[src/common/chiplet_pkg.sv]
`default_nettype none

package chiplet_pkg;

    // bus
    localparam int addr_width = 32;
    localparam int data_width = 32;
    localparam int strobe_width = 4;

    // network
    localparam int total_nodes = 4;
    localparam int node_width = $clog2(total_nodes);
    localparam logic [node_width-1:0] node_id = 2'd1;
    localparam int max_words = 4;
    localparam int count_width = $clog2(max_words + 1);
    localparam int word_idx_width = $clog2(max_words);
    localparam int fifo_depth = 8; // must stay a power of two
    localparam int fifo_ptr_width = $clog2(fifo_depth);

    // register map, byte offsets
    localparam logic [addr_width-1:0] reg_tx_data = 32'h00;
    localparam logic [addr_width-1:0] reg_tx_send = 32'h04;
    localparam logic [addr_width-1:0] reg_rx_data = 32'h08;
    localparam logic [addr_width-1:0] reg_status = 32'h0c;
    localparam logic [addr_width-1:0] reg_node = 32'h10;

    typedef enum logic {
        head,
        data
    } flit_kind_e;

    typedef struct packed {
        logic [data_width-count_width-2*node_width-1:0] reserved;
        logic [count_width-1:0] length; // data words that follow, 1 to 4
        logic [node_width-1:0] source;
        logic [node_width-1:0] dest;
    } head_t;

    typedef union packed {
        head_t head;
        logic [data_width-1:0] word;
    } flit_payload_u;

    typedef struct packed {
        flit_kind_e kind;
        flit_payload_u payload;
    } flit_t;

endpackage

`default_nettype wire
[src/hw/switch_endpoint_top.sv]
`timescale 1ns/1ps
`default_nettype none

module switch_endpoint_top (
    input  logic clk,
    input  logic arst_n,
    input  logic wen,
    input  logic ren,
    input  logic [chiplet_pkg::addr_width-1:0] addr,
    input  logic [chiplet_pkg::data_width-1:0] wdata,
    input  logic [chiplet_pkg::strobe_width-1:0] strobe,
    output logic [chiplet_pkg::data_width-1:0] rdata,
    output logic error,
    output logic request_stall,
    input  chiplet_pkg::flit_t in_flit,
    input  logic in_valid,
    output logic data_ready_in,
    output chiplet_pkg::flit_t out_flit,
    output logic data_ready_out, // valid toward the external consumer
    input  logic packet_sent
);
    logic tx_push;
    logic [chiplet_pkg::data_width-1:0] tx_word;
    logic tx_send;
    logic [chiplet_pkg::node_width-1:0] tx_dest;
    logic [chiplet_pkg::count_width-1:0] tx_count;
    logic tx_busy;
    logic [chiplet_pkg::data_width-1:0] rx_word;
    logic [chiplet_pkg::count_width-1:0] rx_count;
    logic rx_valid;
    logic [chiplet_pkg::node_width-1:0] rx_source;
    logic rx_pop;
    chiplet_pkg::flit_t tx_flit;
    logic tx_flit_valid;
    logic tx_flit_ready;
    chiplet_pkg::flit_t rx_flit;
    logic rx_flit_valid;
    logic rx_flit_ready;

    endpoint_regs endpoint_regs_inst (
        .clk(clk),
        .arst_n(arst_n),
        .wen(wen),
        .ren(ren),
        .addr(addr),
        .wdata(wdata),
        .strobe(strobe),
        .tx_count(tx_count),
        .tx_busy(tx_busy),
        .rx_word(rx_word),
        .rx_count(rx_count),
        .rx_valid(rx_valid),
        .rx_source(rx_source),
        .rdata(rdata),
        .error(error),
        .request_stall(request_stall),
        .tx_push(tx_push),
        .tx_word(tx_word),
        .tx_send(tx_send),
        .tx_dest(tx_dest),
        .rx_pop(rx_pop)
    );

    endpoint_tx endpoint_tx_inst (
        .clk(clk),
        .arst_n(arst_n),
        .tx_push(tx_push),
        .tx_word(tx_word),
        .tx_send(tx_send),
        .tx_dest(tx_dest),
        .flit_ready(tx_flit_ready),
        .flit(tx_flit),
        .flit_valid(tx_flit_valid),
        .tx_count(tx_count),
        .tx_busy(tx_busy)
    );

    endpoint_rx endpoint_rx_inst (
        .clk(clk),
        .arst_n(arst_n),
        .flit(rx_flit),
        .flit_valid(rx_flit_valid),
        .rx_pop(rx_pop),
        .flit_ready(rx_flit_ready),
        .rx_word(rx_word),
        .rx_count(rx_count),
        .rx_valid(rx_valid),
        .rx_source(rx_source)
    );

    switch_core switch_core_inst (
        .clk(clk),
        .arst_n(arst_n),
        .local_in_flit(tx_flit),
        .local_in_valid(tx_flit_valid),
        .ext_in_flit(in_flit),
        .ext_in_valid(in_valid),
        .local_out_ready(rx_flit_ready),
        .ext_out_ready(packet_sent),
        .local_in_ready(tx_flit_ready),
        .ext_in_ready(data_ready_in),
        .local_out_flit(rx_flit),
        .local_out_valid(rx_flit_valid),
        .ext_out_flit(out_flit),
        .ext_out_valid(data_ready_out)
    );

endmodule

`default_nettype wire

[src/hw/switch/switch_core.sv]
`timescale 1ns/1ps
`default_nettype none

module switch_core (
    input  logic clk,
    input  logic arst_n,
    input  chiplet_pkg::flit_t local_in_flit,
    input  logic local_in_valid,
    input  chiplet_pkg::flit_t ext_in_flit,
    input  logic ext_in_valid,
    input  logic local_out_ready,
    input  logic ext_out_ready,
    output logic local_in_ready,
    output logic ext_in_ready,
    output chiplet_pkg::flit_t local_out_flit,
    output logic local_out_valid,
    output chiplet_pkg::flit_t ext_out_flit,
    output logic ext_out_valid
);
    // index 0 is the local port, 1 the external port
    chiplet_pkg::flit_t in_flit [2];
    chiplet_pkg::flit_t front [2];
    logic [1:0] in_valid;
    logic [1:0] in_ready;
    logic [1:0] empty;
    logic [1:0] front_port;
    logic [1:0] pop;
    logic [1:0] out_ready;

    assign in_flit[0] = local_in_flit;
    assign in_flit[1] = ext_in_flit;
    assign in_valid = {ext_in_valid, local_in_valid};
    assign local_in_ready = in_ready[0];
    assign ext_in_ready = in_ready[1];
    assign out_ready = {ext_out_ready, local_out_ready};

    for (genvar i = 0; i < 2; i++) begin : g_in
        chiplet_pkg::flit_t mem [chiplet_pkg::fifo_depth];
        logic [chiplet_pkg::fifo_ptr_width-1:0] wr_ptr;
        logic [chiplet_pkg::fifo_ptr_width-1:0] rd_ptr;
        logic [chiplet_pkg::fifo_ptr_width:0] cnt;
        logic push;

        assign push = in_valid[i] && in_ready[i];
        assign in_ready[i] = !cnt[chiplet_pkg::fifo_ptr_width]; // msb set means full
        assign empty[i] = (cnt == '0);
        assign front[i] = mem[rd_ptr];
        // route decision, only meaningful while a head sits at the front
        assign front_port[i] = (mem[rd_ptr].payload.head.dest != chiplet_pkg::node_id);

        always_ff @(posedge clk) begin
            if (push) begin
                mem[wr_ptr] <= in_flit[i];
            end
        end

        always_ff @(posedge clk or negedge arst_n) begin
            if (!arst_n) begin
                wr_ptr <= '0;
                rd_ptr <= '0;
                cnt <= '0;
            end else begin
                if (push) begin
                    wr_ptr <= wr_ptr + 1'b1;
                end
                if (pop[i]) begin
                    rd_ptr <= rd_ptr + 1'b1;
                end
                case ({push, pop[i]})
                    2'b10: cnt <= cnt + 1'b1;
                    2'b01: cnt <= cnt - 1'b1;
                    default: cnt <= cnt;
                endcase
            end
        end
    end

    for (genvar o = 0; o < 2; o++) begin : g_out
        chiplet_pkg::flit_t flit_q;
        logic valid_q;
        logic [1:0] req;
        logic [1:0] take;
        logic [chiplet_pkg::count_width-1:0] left_q; // data flits still owed
        logic busy_q; // packet in progress, owner locked
        logic owner_q;
        logic rr_q;
        logic pick;
        logic sel;
        logic can_load;
        logic start;
        logic cont;

        always_comb begin
            for (int i = 0; i < 2; i++) begin
                req[i] = !empty[i] && (front[i].kind == chiplet_pkg::head) &&
                    (front_port[i] == 1'(o));
            end
        end

        assign can_load = !valid_q || out_ready[o];
        assign pick = req[rr_q] ? rr_q : !rr_q;
        assign start = !busy_q && (req != 2'b00) && can_load;
        assign cont = busy_q && !empty[owner_q] && can_load;
        assign sel = busy_q ? owner_q : pick;
        assign take = (start || cont) ? (2'b01 << sel) : 2'b00;

        always_ff @(posedge clk) begin
            if (start || cont) begin
                flit_q <= front[sel];
            end
        end

        always_ff @(posedge clk or negedge arst_n) begin
            if (!arst_n) begin
                valid_q <= 1'b0;
                busy_q <= 1'b0;
                owner_q <= 1'b0;
                rr_q <= 1'b0;
                left_q <= '0;
            end else begin
                if (can_load) begin
                    valid_q <= start || cont;
                end
                if (start) begin
                    owner_q <= pick;
                    rr_q <= !pick; // other input goes first next time
                    busy_q <= (front[pick].payload.head.length != '0);
                    left_q <= front[pick].payload.head.length;
                end else if (cont) begin
                    left_q <= left_q - 1'b1;
                    if (left_q == 1) begin
                        busy_q <= 1'b0;
                    end
                end
            end
        end
    end

    assign pop = g_out[0].take | g_out[1].take;
    assign local_out_flit = g_out[0].flit_q;
    assign local_out_valid = g_out[0].valid_q;
    assign ext_out_flit = g_out[1].flit_q;
    assign ext_out_valid = g_out[1].valid_q;

endmodule

`default_nettype wire

[src/hw/endpoint/endpoint_rx.sv]
`timescale 1ns/1ps
`default_nettype none

module endpoint_rx (
    input  logic clk,
    input  logic arst_n,
    input  chiplet_pkg::flit_t flit,
    input  logic flit_valid,
    input  logic rx_pop,
    output logic flit_ready,
    output logic [chiplet_pkg::data_width-1:0] rx_word,
    output logic [chiplet_pkg::count_width-1:0] rx_count,
    output logic rx_valid,
    output logic [chiplet_pkg::node_width-1:0] rx_source
);
    logic [chiplet_pkg::data_width-1:0] words [chiplet_pkg::max_words];
    logic [chiplet_pkg::word_idx_width-1:0] wr_idx;
    logic [chiplet_pkg::word_idx_width-1:0] rd_idx;
    logic [chiplet_pkg::count_width-1:0] len_q;
    logic [chiplet_pkg::count_width-1:0] count_q;
    logic [chiplet_pkg::node_width-1:0] src_q;
    logic valid_q;
    logic accept;
    logic is_head;

    assign flit_ready = !valid_q; // hold off until software drains the packet
    assign accept = flit_valid && !valid_q;
    assign is_head = (flit.kind == chiplet_pkg::head);

    assign rx_word = words[rd_idx];
    assign rx_count = count_q;
    assign rx_valid = valid_q;
    assign rx_source = src_q;

    always_ff @(posedge clk) begin
        if (accept && !is_head) begin
            words[wr_idx] <= flit.payload.word;
        end
    end

    always_ff @(posedge clk or negedge arst_n) begin
        if (!arst_n) begin
            wr_idx <= '0;
            rd_idx <= '0;
            len_q <= '0;
            count_q <= '0;
            src_q <= '0;
            valid_q <= 1'b0;
        end else begin
            if (accept && is_head) begin
                src_q <= flit.payload.head.source;
                len_q <= flit.payload.head.length;
                wr_idx <= '0;
            end else if (accept) begin
                wr_idx <= wr_idx + 1'b1;
                if ({1'b0, wr_idx} == len_q - 1'b1) begin
                    valid_q <= 1'b1;
                    count_q <= len_q;
                    rd_idx <= '0;
                end
            end
            if (rx_pop) begin
                rd_idx <= rd_idx + 1'b1;
                count_q <= count_q - 1'b1;
                if (count_q == 1) begin
                    valid_q <= 1'b0;
                end
            end
        end
    end

endmodule

`default_nettype wire

[src/hw/endpoint/endpoint_tx.sv]
`timescale 1ns/1ps
`default_nettype none

module endpoint_tx (
    input  logic clk,
    input  logic arst_n,
    input  logic tx_push,
    input  logic [chiplet_pkg::data_width-1:0] tx_word,
    input  logic tx_send,
    input  logic [chiplet_pkg::node_width-1:0] tx_dest,
    input  logic flit_ready,
    output chiplet_pkg::flit_t flit,
    output logic flit_valid,
    output logic [chiplet_pkg::count_width-1:0] tx_count,
    output logic tx_busy
);
    logic [chiplet_pkg::data_width-1:0] words [chiplet_pkg::max_words];
    logic [chiplet_pkg::count_width-1:0] count_q;
    logic [chiplet_pkg::count_width-1:0] len_q;
    logic [chiplet_pkg::word_idx_width-1:0] idx_q;
    logic [chiplet_pkg::node_width-1:0] dest_q;
    logic busy_q;
    logic head_q; // head flit still to go
    logic accept;
    logic last;

    assign flit_valid = busy_q;
    assign tx_busy = busy_q;
    assign tx_count = count_q;
    assign accept = busy_q && flit_ready;
    assign last = !head_q && ({1'b0, idx_q} == len_q - 1'b1);

    always_comb begin
        flit = '0;
        flit.kind = head_q ? chiplet_pkg::head : chiplet_pkg::data;
        if (head_q) begin
            flit.payload.head.dest = dest_q;
            flit.payload.head.source = chiplet_pkg::node_id;
            flit.payload.head.length = len_q;
        end else begin
            flit.payload.word = words[idx_q];
        end
    end

    always_ff @(posedge clk) begin
        if (tx_push) begin
            words[count_q[chiplet_pkg::word_idx_width-1:0]] <= tx_word;
        end
    end

    always_ff @(posedge clk or negedge arst_n) begin
        if (!arst_n) begin
            busy_q <= 1'b0;
            head_q <= 1'b0;
            count_q <= '0;
            len_q <= '0;
            idx_q <= '0;
            dest_q <= '0;
        end else begin
            if (tx_push) begin
                count_q <= count_q + 1'b1;
            end
            if (tx_send) begin
                busy_q <= 1'b1;
                head_q <= 1'b1;
                len_q <= count_q;
                dest_q <= tx_dest;
                idx_q <= '0;
            end else if (accept) begin
                if (head_q) begin
                    head_q <= 1'b0;
                end else if (last) begin
                    busy_q <= 1'b0;
                    count_q <= '0; // packet gone, buffer free again
                end else begin
                    idx_q <= idx_q + 1'b1;
                end
            end
        end
    end

endmodule

`default_nettype wire

[src/hw/endpoint/endpoint_regs.sv]
`timescale 1ns/1ps
`default_nettype none

module endpoint_regs (
    input  logic clk,
    input  logic arst_n,
    input  logic wen,
    input  logic ren,
    input  logic [chiplet_pkg::addr_width-1:0] addr,
    input  logic [chiplet_pkg::data_width-1:0] wdata,
    input  logic [chiplet_pkg::strobe_width-1:0] strobe,
    input  logic [chiplet_pkg::count_width-1:0] tx_count,
    input  logic tx_busy,
    input  logic [chiplet_pkg::data_width-1:0] rx_word,
    input  logic [chiplet_pkg::count_width-1:0] rx_count,
    input  logic rx_valid,
    input  logic [chiplet_pkg::node_width-1:0] rx_source,
    output logic [chiplet_pkg::data_width-1:0] rdata,
    output logic error,
    output logic request_stall,
    output logic tx_push,
    output logic [chiplet_pkg::data_width-1:0] tx_word,
    output logic tx_send,
    output logic [chiplet_pkg::node_width-1:0] tx_dest,
    output logic rx_pop
);
    logic bad;
    logic done;
    logic busy;
    logic send_accept;
    logic send_q;
    logic [chiplet_pkg::node_width-1:0] dest_q;

    // send is issued one cycle after the bus write, so count that cycle as busy
    assign busy = tx_busy || send_q;

    assign request_stall = wen && busy &&
        (addr == chiplet_pkg::reg_tx_data || addr == chiplet_pkg::reg_tx_send);

    always_comb begin
        bad = 1'b0;
        if (wen) begin
            case (addr)
                chiplet_pkg::reg_tx_data: bad = (strobe != '1) ||
                    (tx_count == chiplet_pkg::count_width'(chiplet_pkg::max_words));
                chiplet_pkg::reg_tx_send: bad = (strobe != '1) || (tx_count == '0);
                default: bad = 1'b1; // unaligned, unmapped or read-only
            endcase
        end else if (ren) begin
            case (addr)
                chiplet_pkg::reg_rx_data: bad = !rx_valid || (rx_count == '0);
                chiplet_pkg::reg_status,
                chiplet_pkg::reg_node: bad = 1'b0;
                default: bad = 1'b1;
            endcase
        end
    end

    assign error = (wen || ren) && !request_stall && bad;
    assign done = (wen || ren) && !request_stall && !bad;

    assign tx_push = done && wen && (addr == chiplet_pkg::reg_tx_data);
    assign tx_word = wdata;
    assign send_accept = done && wen && (addr == chiplet_pkg::reg_tx_send);
    assign rx_pop = done && ren && (addr == chiplet_pkg::reg_rx_data);

    assign tx_send = send_q;
    assign tx_dest = dest_q;

    always_ff @(posedge clk or negedge arst_n) begin
        if (!arst_n) begin
            send_q <= 1'b0;
        end else begin
            send_q <= send_accept;
        end
    end

    always_ff @(posedge clk) begin
        if (send_accept) begin
            dest_q <= wdata[chiplet_pkg::node_width-1:0];
        end
    end

    always_comb begin
        rdata = '0;
        if (ren && !bad) begin
            case (addr)
                chiplet_pkg::reg_rx_data: rdata = rx_word;
                chiplet_pkg::reg_status: begin
                    rdata[2:0] = tx_count;
                    rdata[3] = busy;
                    rdata[6:4] = rx_count;
                    rdata[7] = rx_valid;
                    rdata[9:8] = rx_source;
                end
                chiplet_pkg::reg_node: rdata[1:0] = chiplet_pkg::node_id;
                default: rdata = '0;
            endcase
        end
    end

endmodule

`default_nettype wire

[config.mk]
export PLATFORM = sky130hd
export DESIGN_NAME = switch_endpoint_top
export DESIGN_NICKNAME = d
export VERILOG_FILES = /design/src/common/chiplet_pkg.sv /design/src/hw/switch_endpoint_top.sv /design/src/hw/switch/switch_core.sv /design/src/hw/endpoint/endpoint_rx.sv /design/src/hw/endpoint/endpoint_tx.sv /design/src/hw/endpoint/endpoint_regs.sv
export SDC_FILE = /design/constraint.sdc
export NUM_CORES = 1
export LEC_CHECK = 0
export ABC_CLOCK_PERIOD_IN_PS = 3460
export BUFFER_PORTS_ARGS = -buffer_cell sky130_fd_sc_hd__buf_2
export CORE_MARGIN = 1
export CORE_UTILIZATION = 57
export CTS_BUF_LIST = sky130_fd_sc_hd__clkbuf_8
export CTS_CLUSTER_SIZE = 8
export DETAILED_ROUTE_END_ITERATION = 12
export PLACE_DENSITY = 0.89
export SYNTH_ARGS = -nofsm -noshare
export SYNTH_HDL_FRONTEND = slang
export SYNTH_SLANG_ARGS = --single-unit
[constraint.sdc]
create_clock -name clk -period 3.46 [get_ports clk]
set_input_delay 0.692 -clock clk [delete_from_list [all_inputs] [get_ports clk]]
set_output_delay 0.692 -clock clk [all_outputs]
set_load 0.02 [all_outputs]
Word level (Yosys, flattened, before mapping)
Memory sizes are Yosys's and may differ from the RTL's.
Index checks and enable logic that the tools add are counted.
- add/sub/neg operators: 17
- multiply operators: 0
- divide/modulo/power cells: 0
- magnitude comparators: 8
- equal/unequal tests: 20
- shift-type cells: 2
- multiplexer cells: 87
- bitwise logic cells: 10
- reduce and logical (&&, ||, !) cells: 85
- operators with widths (cell ; number):
    33-bit two-way mux ; 6
    32-bit by 4-bit equality test with 1-bit output (second input constant) ; 2
    7-bit two-way mux ; 7
    1-bit two-way mux ; 40
    3-bit two-way mux ; 13
    32-bit by 3-bit equality test with 1-bit output (second input constant) ; 1
    32-bit by 5-bit equality test with 1-bit output (second input constant) ; 1
    32-bit zero test ; 1
    32-bit two-way mux ; 1
    1-bit logical AND ; 31
    2-bit nonzero test ; 13
    25-bit two-way mux ; 1
    2-bit two-way mux ; 12
    22-bit two-way mux ; 1
    1-bit zero test ; 18
    4-bit one-hot mux with 2 select lines ; 2
    8-bit one-hot mux with 2 select lines ; 1
    3-bit by 1-bit adder with 3-bit output (second input constant) ; 5
    3-bit by 1-bit subtractor with 3-bit output (second input constant) ; 5
    1-bit logical OR ; 10
    3-bit by 1-bit equality test with 1-bit output (second input constant) ; 3
    3-bit AND reduction ; 3
    4-bit by 1-bit adder with 4-bit output (second input constant) ; 2
    2-bit >= comparator (second input constant) ; 4
    21 further kinds ; 46
- bits in registers: 128
- bits in latches: 0
- memory bits (writable): 784
- memory bits (read-only): 0
- input bits: 107
- output and inout bits: 69
- word-level logic and storage cells: 267
- memories kept: 4
- memories (name ; depth ; width ; rd ports ; clocked after Yosys merged registers in ; wr ports ; line ; text):
    switch_core_inst.g_in[0].mem ; 8 ; 33 ; 1 ; 0 ; 1 ; switch_core.sv:38 ; chiplet_pkg::flit_t mem [chiplet_pkg::fifo_depth];
    switch_core_inst.g_in[1].mem ; 8 ; 33 ; 1 ; 0 ; 1 ; switch_core.sv:38 ;
    endpoint_rx_inst.words ; 4 ; 32 ; 1 ; 0 ; 1 ; endpoint_rx.sv:16 ; logic [chiplet_pkg::data_width-1:0] words [chiplet_pkg::max_words];
    endpoint_tx_inst.words ; 4 ; 32 ; 1 ; 0 ; 1 ; endpoint_tx.sv:17 ; logic [chiplet_pkg::data_width-1:0] words [chiplet_pkg::max_words];

Logic depth before layout (Yosys ltp)
Gate-level depths: netlist of the first run.
- depth in word-level cells: 14
- depth in mapped cells: 17
- gate-level depth less buffers: 14

Modules after synthesis
Synthesis of the first run repeated with hierarchy kept, for this count alone.
- cell total of the unflattened synthesis: 1793
- area, all modules: 36640.1 µm²
- by module, submodules not included (module ; times used ; cells an instance ; area each (µm²) ; sequential area each (µm²)):
    switch_core ; 1 ; 1127 ; 24489.7 ; 18687.9
    endpoint_tx ; 1 ; 269 ; 5485.3 ; 4144.0
    endpoint_rx ; 1 ; 244 ; 5432.7 ; 4169.0
    endpoint_regs ; 1 ; 153 ; 1232.4 ; 85.1

Worst setup path before layout of the first run
No wires, ideal clock.
- path kind: input to register
- start point: input in_valid
- end point: memory switch_core_inst.g_in[1].mem[0][0] in the netlist's numbering (enable)
- library setup time: 0.464 ns
- arrival time: 3.449 ns
- required time: 2.996 ns
- slack: -0.453 ns
- stages: 3
- buffers on the path: 0
- cell sequence: nor2b_1 > nand2b_1 > nor3_1
- word-level cells in the longest chain between the ends: 3
- ends and longest elaborated chain (element ; line ; text):
    start, declared ; switch_endpoint_top.sv:16 ; input logic in_valid,
    1-bit logical AND ; switch_core.sv:44 ; assign push = in_valid[i] && in_ready[i];
    1-bit two-way mux ; switch_core.sv:52 ; if (push) begin
    1-bit two-way mux (implied by the code) ; switch_core.sv:53 ; mem[wr_ptr] <= in_flit[i];
    end, declared ; switch_core.sv:38 ;
No other way between the ends.

Worst setup path in the final report of the first run
- start point: register switch_core_inst.g_in[1].rd_ptr[0] in the netlist's numbering
- end point: register switch_core_inst.g_in[0].cnt[3] in the netlist's numbering
- word-level cells in the longest chain between the ends: 13
- elaborated cells on any way between the ends: 32
- those cells by class: 3 x eq/ne; 2 x shift; 11 x mux; 3 x bitwise; 12 x reduce/logical; 1 x memory
- ends and longest elaborated chain (element ; line ; text):
    start, declared ; switch_core.sv:40 ; logic [chiplet_pkg::fifo_ptr_width-1:0] rd_ptr;
    start signal, assigned ; switch_core.sv:67 ; rd_ptr <= rd_ptr + 1'b1;
    memory read 8 x 33 bit (*) ; -- ;
    2-bit by 1-bit inequality test with 1-bit output or 1-bit NOT (tied branches) ; switch_core.sv:49, switch_core.sv:95 ;
    1-bit NOT or 1-bit logical AND (tied branches) ; switch_core.sv:96, switch_core.sv:95 ;
    1-bit logical AND ; switch_core.sv:95 ; req[i] = !empty[i] && (front[i].kind == chiplet_pkg::head) &&
    1-bit two-way mux (implied by the code) (2 in series) ; switch_core.sv:101 ; assign pick = req[rr_q] ? rr_q : !rr_q;
    1-bit two-way mux ; switch_core.sv:101 ;
    1-bit two-way mux ; switch_core.sv:104 ; assign sel = busy_q ? owner_q : pick;
    1-bit by 1-bit << shifter with 2-bit output ; switch_core.sv:105 ; assign take = (start || cont) ? (2'b01 << sel) : 2'b00;
    2-bit two-way mux ; switch_core.sv:105 ;
    2-bit OR (*) ; switch_core.sv:139 ; assign pop = g_out[0].take | g_out[1].take;
    2-bit by 1-bit equality test with 1-bit output or 2-bit equality test (tied branches) ; switch_core.sv:69 ; case ({push, pop[i]})
    4-bit one-hot mux with 2 select lines or 2-bit nonzero test (tied branches) ; -- ;
    end signal, assigned ; switch_core.sv:70 ; 2'b10: cnt <= cnt + 1'b1;
    end signal, assigned ; switch_core.sv:71 ; 2'b01: cnt <= cnt - 1'b1;
    end signal, assigned ; switch_core.sv:72 ; default: cnt <= cnt;
    end, declared ; switch_core.sv:41 ; logic [chiplet_pkg::fifo_ptr_width:0] cnt;
Mark *: on every way between the ends. The rest lies on a longest branch, timed or not. The select of a mux whose other input is x is not followed.
A chain may end at the register's enable or synchronous reset.

==> results of run 1 <==
-- report_power, final --
group          internal, uW  switching (uW)
registers             13100             533
clock network          3960            3880
logic                  3860            5210
-- logic make-up after synthesis --
kind of cell             synth area share
multiplexers                        0.168
XOR/XNOR                          0.00683
adder cells (fa/ha/maj)            0.0105
AND/OR/NAND/NOR                    0.0332
flip-flops                          0.754
AO/OA/AOI/OAI                      0.0142
buffers and inverters              0.0130
-- layout by cell type (no fill, tap or decap), types with 8 or more instances in the layout --
master | netlist | final
edfxtp_1 | 852 | 852
mux4_2 | 196 | 196
buf_2 | 15 | 176
clkbuf_8 | 0 | 151
mux2i_1 | 132 | 130
buf_4 | 1 | 90
inv_1 | 33 | 83
and2_1 | 53 | 53
nand2_1 | 52 | 52
dfrtp_1 | 60 | 51
nor2_1 | 46 | 34
ha_1 | 27 | 23
o21ai_0 | 22 | 20
xnor2_1 | 18 | 18
nand2b_1 | 15 | 15
mux2_2 | 13 | 13
a21oi_1 | 17 | 11
nor4_1 | 11 | 10
nor2_2 | 2 | 10
xor2_1 | 10 | 10
buf_12 | 0 | 10
diode_2 | 0 | 9
a22oi_1 | 8 | 8
o21ai_1 | 8 | 8
clkinv_1 | 0 | 8
-- flip-flops by register name, summed over array words and instances, names as in the netlist, 6 cells and up --
signal,cells
switch_core_inst.g_in.wr_ptr,6
switch_core_inst.g_out.left_q,6
switch_core_inst.g_in.cnt,8
endpoint_rx_inst.words,128
switch_core_inst.g_in.mem,528
switch_core_inst.local_out_flit,33
endpoint_tx_inst.words,128
switch_core_inst.ext_out_flit,33
switch_core_inst.g_in.rd_ptr,6
-- cell usage after synthesis (13+ instances only) --
master	count	area, um2
clkbuf_1	39	146
mux2i_1	132	1320
nand2_1	52	195
nor2_1	46	173
o21ai_0	22	110
edfxtp_1	852	25600
inv_1	33	124
mux4_2	196	4410
nand2b_1	15	93.8
dfrtp_1	60	1500
a21oi_1	17	85.1
buf_1	14	52.6
buf_2	15	75.1
and2_1	53	332
mux2_2	13	146
ha_1	27	338
xnor2_1	18	158
-- worst reg2reg max path, stage by stage (launching register included) --
cell and delay, ns:
dfrtp_4 0.52, buf_4 0.17, mux4_2 0.36, mux2i_4 0.11, buf_4 0.17, o41ai_4 0.36, o311ai_4 0.16, buf_4 0.17
nor2b_4 0.13, nor2_4 0.10, inv_2 0.05, ha_4 0.17, ha_4 0.20, a21o_1 0.16, a21oi_2 0.13, xnor2_1 0.14
nor2_1 0.08, xor2_1 0.14
-- final cells by class --
class / instances / area share
tap: 837 / 0.0254
multi-input combinational: 711 / 0.210
antenna: 9 / 0.000547
timing repair buffer: 282 / 0.0448
inverter: 34 / 0.00310
clock inverter: 72 / 0.00741
clock buffer: 151 / 0.0505
sequential: 912 / 0.658
-- per-layer routing --
layer / GRT usage / wire length, um / up-vias
li1: - / - / 7722
met1: 0.323 / 29400 / 9478
met2: 0.409 / 40200 / 1048
met3: 0.0683 / 6970 / 153
met4: 0.101 / 2410 / 8
met5: 0 / 51 / -
-- per-stage QoR --
step | util | cells | total power (uW)
2_1_floorplan | - | 1731 | 19400
4_1_cts | 0.660 | 2982 | 30400
6_report | 0.665 | 3008 | 30600
3_3_place_gp | 0.620 | 2749 | 22100
5_1_grt | 0.665 | 3007 | 31700
3_5_place_dp | 0.620 | 2749 | 22500
-- what timing repair did --
action,in CTS,in global routing
gates resized for setup,9,22
pin swaps,7,15
setup buffers,9,15
gates cloned,0,2
endpoints found under the setup margin,34,37
hold buffers,1,0
endpoints found under the hold margin,25,0
-- worst max path at each step --
stage	from	end
finish	switch_core_inst.g_in[1].rd_ptr[0]	switch_core_inst.g_in[0].cnt[3]
global route	switch_core_inst.g_in[1].rd_ptr[0]	switch_core_inst.g_in[0].cnt[3]
CTS	switch_core_inst.g_in[0].rd_ptr[0]	switch_core_inst.g_in[1].cnt[3]
detailed placement	switch_core_inst.g_in[1].rd_ptr[0]	switch_core_inst.g_in[1].cnt[3]
global placement	switch_core_inst.g_in[1].rd_ptr[0]	switch_core_inst.g_in[1].cnt[3]
floorplan	switch_core_inst.g_in[1].rd_ptr[0]	switch_core_inst.g_in[0].cnt[3]
==> impl_metrics.sql, run 1 <==
INSERT INTO impl_metrics (metric_group, metric, value, unit) VALUES
('timing', 'timing.fmax', '291', 'MHz'),
('status', 'status', 'completed', ''),
('detailed_routing', 'drtAntennaViolNets', '0', ''),
('timing', 'totalNegativeSetupSlack', '0', 'ns'),
('floorplan', 'design.core.area', '61900', 'um2'),
('grt', 'groute.usage.overall', '0.251', ''),
('pwr', 'pwr_density_cell', '742', 'nW/um2'),
('timing', 'worst_clock_skew', '0.0241', 'ns'),
('floorplan', 'die_area', '64000', 'um2'),
('critical_path', 'cpMostUsedCell', 'buf_4', ''),
('critical_path', 'critical_path.max_stage_delay', '0.52', 'ns'),
('floorplan', 'rows', '91', ''),
('timing', 'slew_violations', '0', ''),
('detailed_routing', 'drt-vias-per-instance', '6.12', ''),
('yosys', 'yosysWarningCount', '0', ''),
('yosys', 'mappedNetlistArea', '35900', 'um2'),
('placed_design', 'post_detailed_placement_half_perimeter_wirelength', '49.4', 'mm'),
('hold_path', 'hold-path-endpoint', 'endpoint_tx_inst.words[3][5]', ''),
('critical_path', 'worstSetupEndpointType', 'register', ''),
('critical_path', 'critPathBufInv', '4', ''),
('hold_path', 'holdCritStartpoint', 'wdata[5]', ''),
('grt', 'antenna_found_initial', '13', ''),
('clocking', 'clkSlewWorstSetupHoldPaths', '0.06', 'ns'),
('hold_path', 'timing.hold.worst.class', 'input port to register', ''),
('critical_path', 'required', '4.12', 'ns'),
('yosys', 'ys_ff_latch', '912', ''),
('critical_path', 'arr_time_crit_path', '4.09', 'ns'),
('grt', 'wire_length_of_the_first_global_routing_pass', '116', 'mm'),
('timing', 'worst_slew_margin_rel', '0.398', ''),
('yosys', 'synth_enable_flop_cells', '852', ''),
('detailed_routing', 'detail_route.wl_per_cell', '26.3', 'um'),
('timing', 'fin_ws', '0.0224', 'ns'),
('yosys', 'synth.yosys.seq_area_share', '0.754', ''),
('yosys', 'yosys.cell_types.count', '59', ''),
('detailed_routing', 'wl', '79.0', 'mm'),
('finish', 'area_taken_by_flip_flops_and_latches', '27100', 'um2'),
('grt', 'first_global_vias', '19161', ''),
('yosys', 'synthFlopType', 'edfxtp_1', ''),
('yosys', 'postSynthAreaPerCell', '20.7', 'um2'),
('clocking', 'tritoncts', 'built', ''),
('timing', 'worstMarginPinSlew', '0.903', 'ns'),
('grt', 'maximum_number_of_pins_on_one_net_before_global_route_repair', '61', ''),
('finish', 'nNetsFinal', '2218', ''),
('finish', 'final_layout_size_suffix_gt1_frac', '0.334', ''),
('pwr', 'vdd.ir_drop.worst', '0.000591', 'V'),
('detailed_routing', 'drt-initial-drc-count', '1738', ''),
('timing', 'timing_hold_violations_final', '0', ''),
('detailed_routing', 'vias', '18409', ''),
('timing', 'setup_viol', '0', ''),
('critical_path', 'critical-path-slowest-cell', 'dfrtp_4', ''),
('timing', 'rsz0062_at_grt', 'yes', ''),
('critical_path', 'critical_path.reg2reg.endpoint', 'switch_core_inst.g_in[0].cnt[3]', ''),
('placed_design', 'weighted_congestion_at_the_end_of_routability_driven_global_placement', '0.917', ''),
('yosys', 'synth_nets', '1867', ''),
('critical_path', 'timing.setup.critical_path_class', 'register to register', ''),
('floorplan', 'die-height', '253', 'um'),
('floorplan', 'initial_core_util', '0.580', ''),
('placed_design', 'io_buffers', '175', ''),
('yosys', 'synth_async_sr_flop_share', '0.0658', ''),
('finish', 'stdcell_area', '41200', 'um2'),
('critical_path', 'startpoint_type', 'register', ''),
('critical_path', 'crit_path_cell_trace', 'buf_4, mux4_2, mux2i_4, buf_4, o41ai_4, o311ai_4, buf_4, nor2b_4, nor2_4, inv_2, ha_4, ha_4, a21o_1, a21oi_2, xnor2_1, nor2_1, xor2_1', ''),
('detailed_routing', 'drtPass1Iterations', '6', ''),
('finish', 'n_fill_cell', '3745', ''),
('critical_path', 'crit_family', 'compound AO/OA/AOI/OAI gates', ''),
('critical_path', 'worst-r2r-setup-slack', '0.02', 'ns'),
('timing', 'finalCriticalPeriod', '3.44', 'ns'),
('hold_path', 'hold_path_cell_cnt', '1', ''),
('clocking', 'cts_root_buf', 'clkbuf_8', ''),
('timing', 'timing.final.crit_share', '0.994', ''),
('critical_path', 'critical_path_cell_count', '17', '');
No activity file was read; power rests on OpenSTA's default activity.
==> run 2: changes to the inputs <==
Settings changed: CTS_BUF_LIST sky130_fd_sc_hd__clkbuf_8 to sky130_fd_sc_hd__clkbuf_4 sky130_fd_sc_hd__clkbuf_8, MAX_ROUTING_LAYER from default to met4, PLACE_DENSITY 0.89 to default, PLACE_DENSITY_LB_ADDON from default to 0.3.
==> impl_metrics.sql, run 2 (same netlist as run 1, synthesis figures left out) <==
INSERT INTO impl_metrics (metric_group, metric, value, unit) VALUES
('finish', 'mostFrequentLayoutCells', 'edfxtp_1 (852), mux4_2 (196), clkbuf_8 (154)', ''),
('pwr', 'p_total', '31600', 'uW'),
('floorplan', 'die_area', '64000', 'um2'),
('pwr', 'vdd.ir_drop.worst', '0.000509', 'V'),
('critical_path', 'arr_time_crit_path', '4.12', 'ns'),
('critical_path', 'worst_r2r_startpoint', 'switch_core_inst.g_in[0].rd_ptr[0]', ''),
('timing', 'timing.final.crit_share', '0.995', ''),
('timing', 'worst_clock_skew', '0.0252', 'ns'),
('timing', 'finalCriticalPeriod', '3.44', 'ns'),
('finish', 'nNetsFinal', '2234', ''),
('timing', 'timing_hold_violations_final', '0', ''),
('floorplan', 'io_pins', '176', ''),
('grt', 'antenna_found_initial', '8', ''),
('clocking', 'ctsHtreeMaxLevel', '4', ''),
('floorplan', 'die_width', '253', 'um'),
('clocking', 'clkSlewWorstSetupHoldPaths', '0.06', 'ns'),
('detailed_routing', 'drt-initial-drc-count', '1649', ''),
('clocking', 'cts_max_path_buffers', '3', ''),
('timing', 'worstMarginPinSlew', '1.07', 'ns'),
('critical_path', 'critPathBufInv', '2', ''),
('clocking', 'tritoncts.num_buffers', '146', ''),
('finish', 'largest_register_ff_count', '528', ''),
('detailed_routing', 'drtPass1Iterations', '5', ''),
('detailed_routing', 'drc_errors', '0', ''),
('placed_design', 'io_buffers', '175', ''),
('detailed_routing', 'drtAntennaViolNets', '0', ''),
('floorplan', 'rows', '91', ''),
('critical_path', 'crit_path_cell_trace', 'buf_12, mux4_2, mux2i_4, nand4b_1, o311ai_4, nor2b_4, nor2_4, inv_2, ha_4, ha_4, a21o_1, a21oi_2, xnor2_1, nor2_1, xor2_1', ''),
('grt', 'groute.usage.overall', '0.250', ''),
('job', 'drv_cap', '0', ''),
('grt', 'first_global_vias', '18667', ''),
('placed_design', 'post_detailed_placement_half_perimeter_wirelength', '46.4', 'mm'),
('pwr', 'static-leakage-power', '0.0144', 'uW'),
('finish', 'flow.area_growth_from_synthesis', '16.7', '%'),
('critical_path', 'startpoint_type', 'register', ''),
('finish', 'max_flop_register', 'switch_core_inst.g_in.mem', ''),
('finish', 'stdcell_count', '3042', ''),
('timing', 'worst_slew_margin_rel', '0.284', ''),
('grt', 'maximum_number_of_pins_on_one_net_before_global_route_repair', '51', ''),
('detailed_routing', 'drt-vias-per-instance', '5.85', ''),
('floorplan', 'die-height', '253', 'um'),
('detailed_routing', 'detail_route.wl_per_cell', '24.6', 'um'),
('finish', 'reg.largest.list', 'switch_core_inst.g_in.mem (528), endpoint_rx_inst.words (128), endpoint_tx_inst.words (128)', ''),
('clocking', 'cts_root_buf', 'clkbuf_8', ''),
('timing', 'setup_viol', '0', ''),
('finish', 'layout.cells.most_common', 'edfxtp_1', ''),
('critical_path', 'critical_path.max_stage_delay', '0.51', 'ns'),
('critical_path', 'critical_path.reg2reg.endpoint', 'switch_core_inst.g_in[0].cnt[3]', ''),
('clocking', 'numClockSinks', '912', ''),
('floorplan', 'initial_core_util', '0.580', ''),
('grt', 'wire_length_of_the_first_global_routing_pass', '112', 'mm'),
('critical_path', 'cp_max_fo', '4', ''),
('critical_path', 'worstSetupEndpointType', 'register', ''),
('pwr', 'pwr_density_cell', '755', 'nW/um2'),
('critical_path', 'timing.setup.critical_path_class', 'register to register', ''),
('placed_design', 'weighted_congestion_at_the_end_of_routability_driven_global_placement', '0.853', ''),
('critical_path', 'reg2regPathDepth', '15', ''),
('detailed_routing', 'wl', '75.0', 'mm'),
('hold_path', 'timing.hold.worst.class', 'input port to asynchronous set/reset pin', ''),
('grt', 'grt_remaining_overflow', '0', ''),
('timing', 'rsz0062_at_grt', 'yes', ''),
('critical_path', 'required', '4.13', 'ns'),
('critical_path', 'worst-r2r-setup-slack', '0.02', 'ns'),
('status', 'status', 'completed', ''),
('placed_design', 'place.detailed.instances', '2754', ''),
('clocking', 'tritoncts', 'built', ''),
('timing', 'slew_violations', '0', ''),
('detailed_routing', 'vias', '17782', ''),
('finish', 'final_layout_size_suffix_gt1_frac', '0.371', ''),
('timing', 'timing.fmax', '290', 'MHz'),
('critical_path', 'critical-path-slowest-cell', 'dfrtp_4', ''),
('critical_path', 'crit_family', 'compound AO/OA/AOI/OAI gates', ''),
('floorplan', 'design.core.area', '61900', 'um2'),
('clocking', 'later_pin_clock_latency_in_the_skew_report', '0.79', 'ns'),
('critical_path', 'cpMostUsedCell', 'ha_4', '');
## run 2: cell count changes in the layout (fill, tap and decap cells not counted), moves of 7 or more
cell      delta
buf_2       -23
and2_1       -7
nor2_2       -8
clkbuf_4    +61
buf_12       +7
inv_1       -53
clkinv_1    +11
nor2_4       +8
buf_4       +20
and2_4       +7
buf_6        +9
## run 2: cell type report
class / instances / area, um2
clock buffer: 216 / 2580
timing repair buffer: 293 / 2110
sequential: 912 / 27100
multi-input combinational: 711 / 8740
tap: 837 / 1050
clock inverter: 34 / 179
fill: 3949 / 20000
inverter: 34 / 128
antenna: 5 / 12.5
## run 2: metal layers
layer	global-route usage	part of all wire	vias up
li1	-	-	7782
met1	0.328	0.42	9162
met2	0.384	0.49	716
met3	0.0662	0.071	122
met4	0.0816	0.021	0
met5	-	0	-
## run 2: worst max-delay path by stage
stage / startpoint / endpoint / slack (ns) / cells past startpoint
floorplan: switch_core_inst.g_in[1].rd_ptr[0] / switch_core_inst.g_in[0].cnt[3] / -0.02 / 17
global placement: switch_core_inst.g_in[1].rd_ptr[0] / switch_core_inst.g_in[0].cnt[3] / 0.05 / 14
detailed placement: addr[22] / rdata[27] / 0.001 / 8
CTS: endpoint_tx_inst.tx_count[0] / rdata[27] / 0.004 / 9
global route: switch_core_inst.g_in[0].rd_ptr[0] / switch_core_inst.g_in[0].cnt[3] / -0.09 / 15
finish: switch_core_inst.g_in[0].rd_ptr[0] / switch_core_inst.g_in[0].cnt[3] / 0.02 / 15
## run 2: where the power goes
group	switching [uW]	total [uW]	internal, uW
Combinational	5290	9330	4040
Clock	3980	8740	4760
Sequential	469	13600	13100
## run 2: timing repair
action | in CTS | in global routing
pin swaps | 1 | 21
hold buffers | 0 | 0
resized for setup | 6 | 69
buffers inserted | 3 | 28
gates cloned | 0 | 2
setup endpoints to repair | 33 | 38
## run 2: worst reg2reg max path, cell delays in order, from the launching register on
cell and delay [ns]:
dfrtp_4 0.51, buf_12 0.14, mux4_2 0.46, mux2i_4 0.20, nand4b_1 0.22, o311ai_4 0.43
nor2b_4 0.27, nor2_4 0.06, inv_2 0.06, ha_4 0.14, ha_4 0.19, a21o_1 0.16
a21oi_2 0.14, xnor2_1 0.13, nor2_1 0.07, xor2_1 0.16
## run 2: stage by stage
step           setup WS (ns)  setup TNS (ns)  cell area [um2]   util  hold WS (ns)
5_1_grt              -0.0883           -1.12            41900  0.676        0.0740
6_report              0.0161               0            41900  0.677         0.109
2_1_floorplan        -0.0200         -0.0200            36000      -         0.396
3_5_place_dp         0.00130               0            38600  0.622         0.477
4_1_cts              0.00406               0            41400  0.668        0.0487
3_3_place_gp          0.0535               0            38600  0.622         0.466
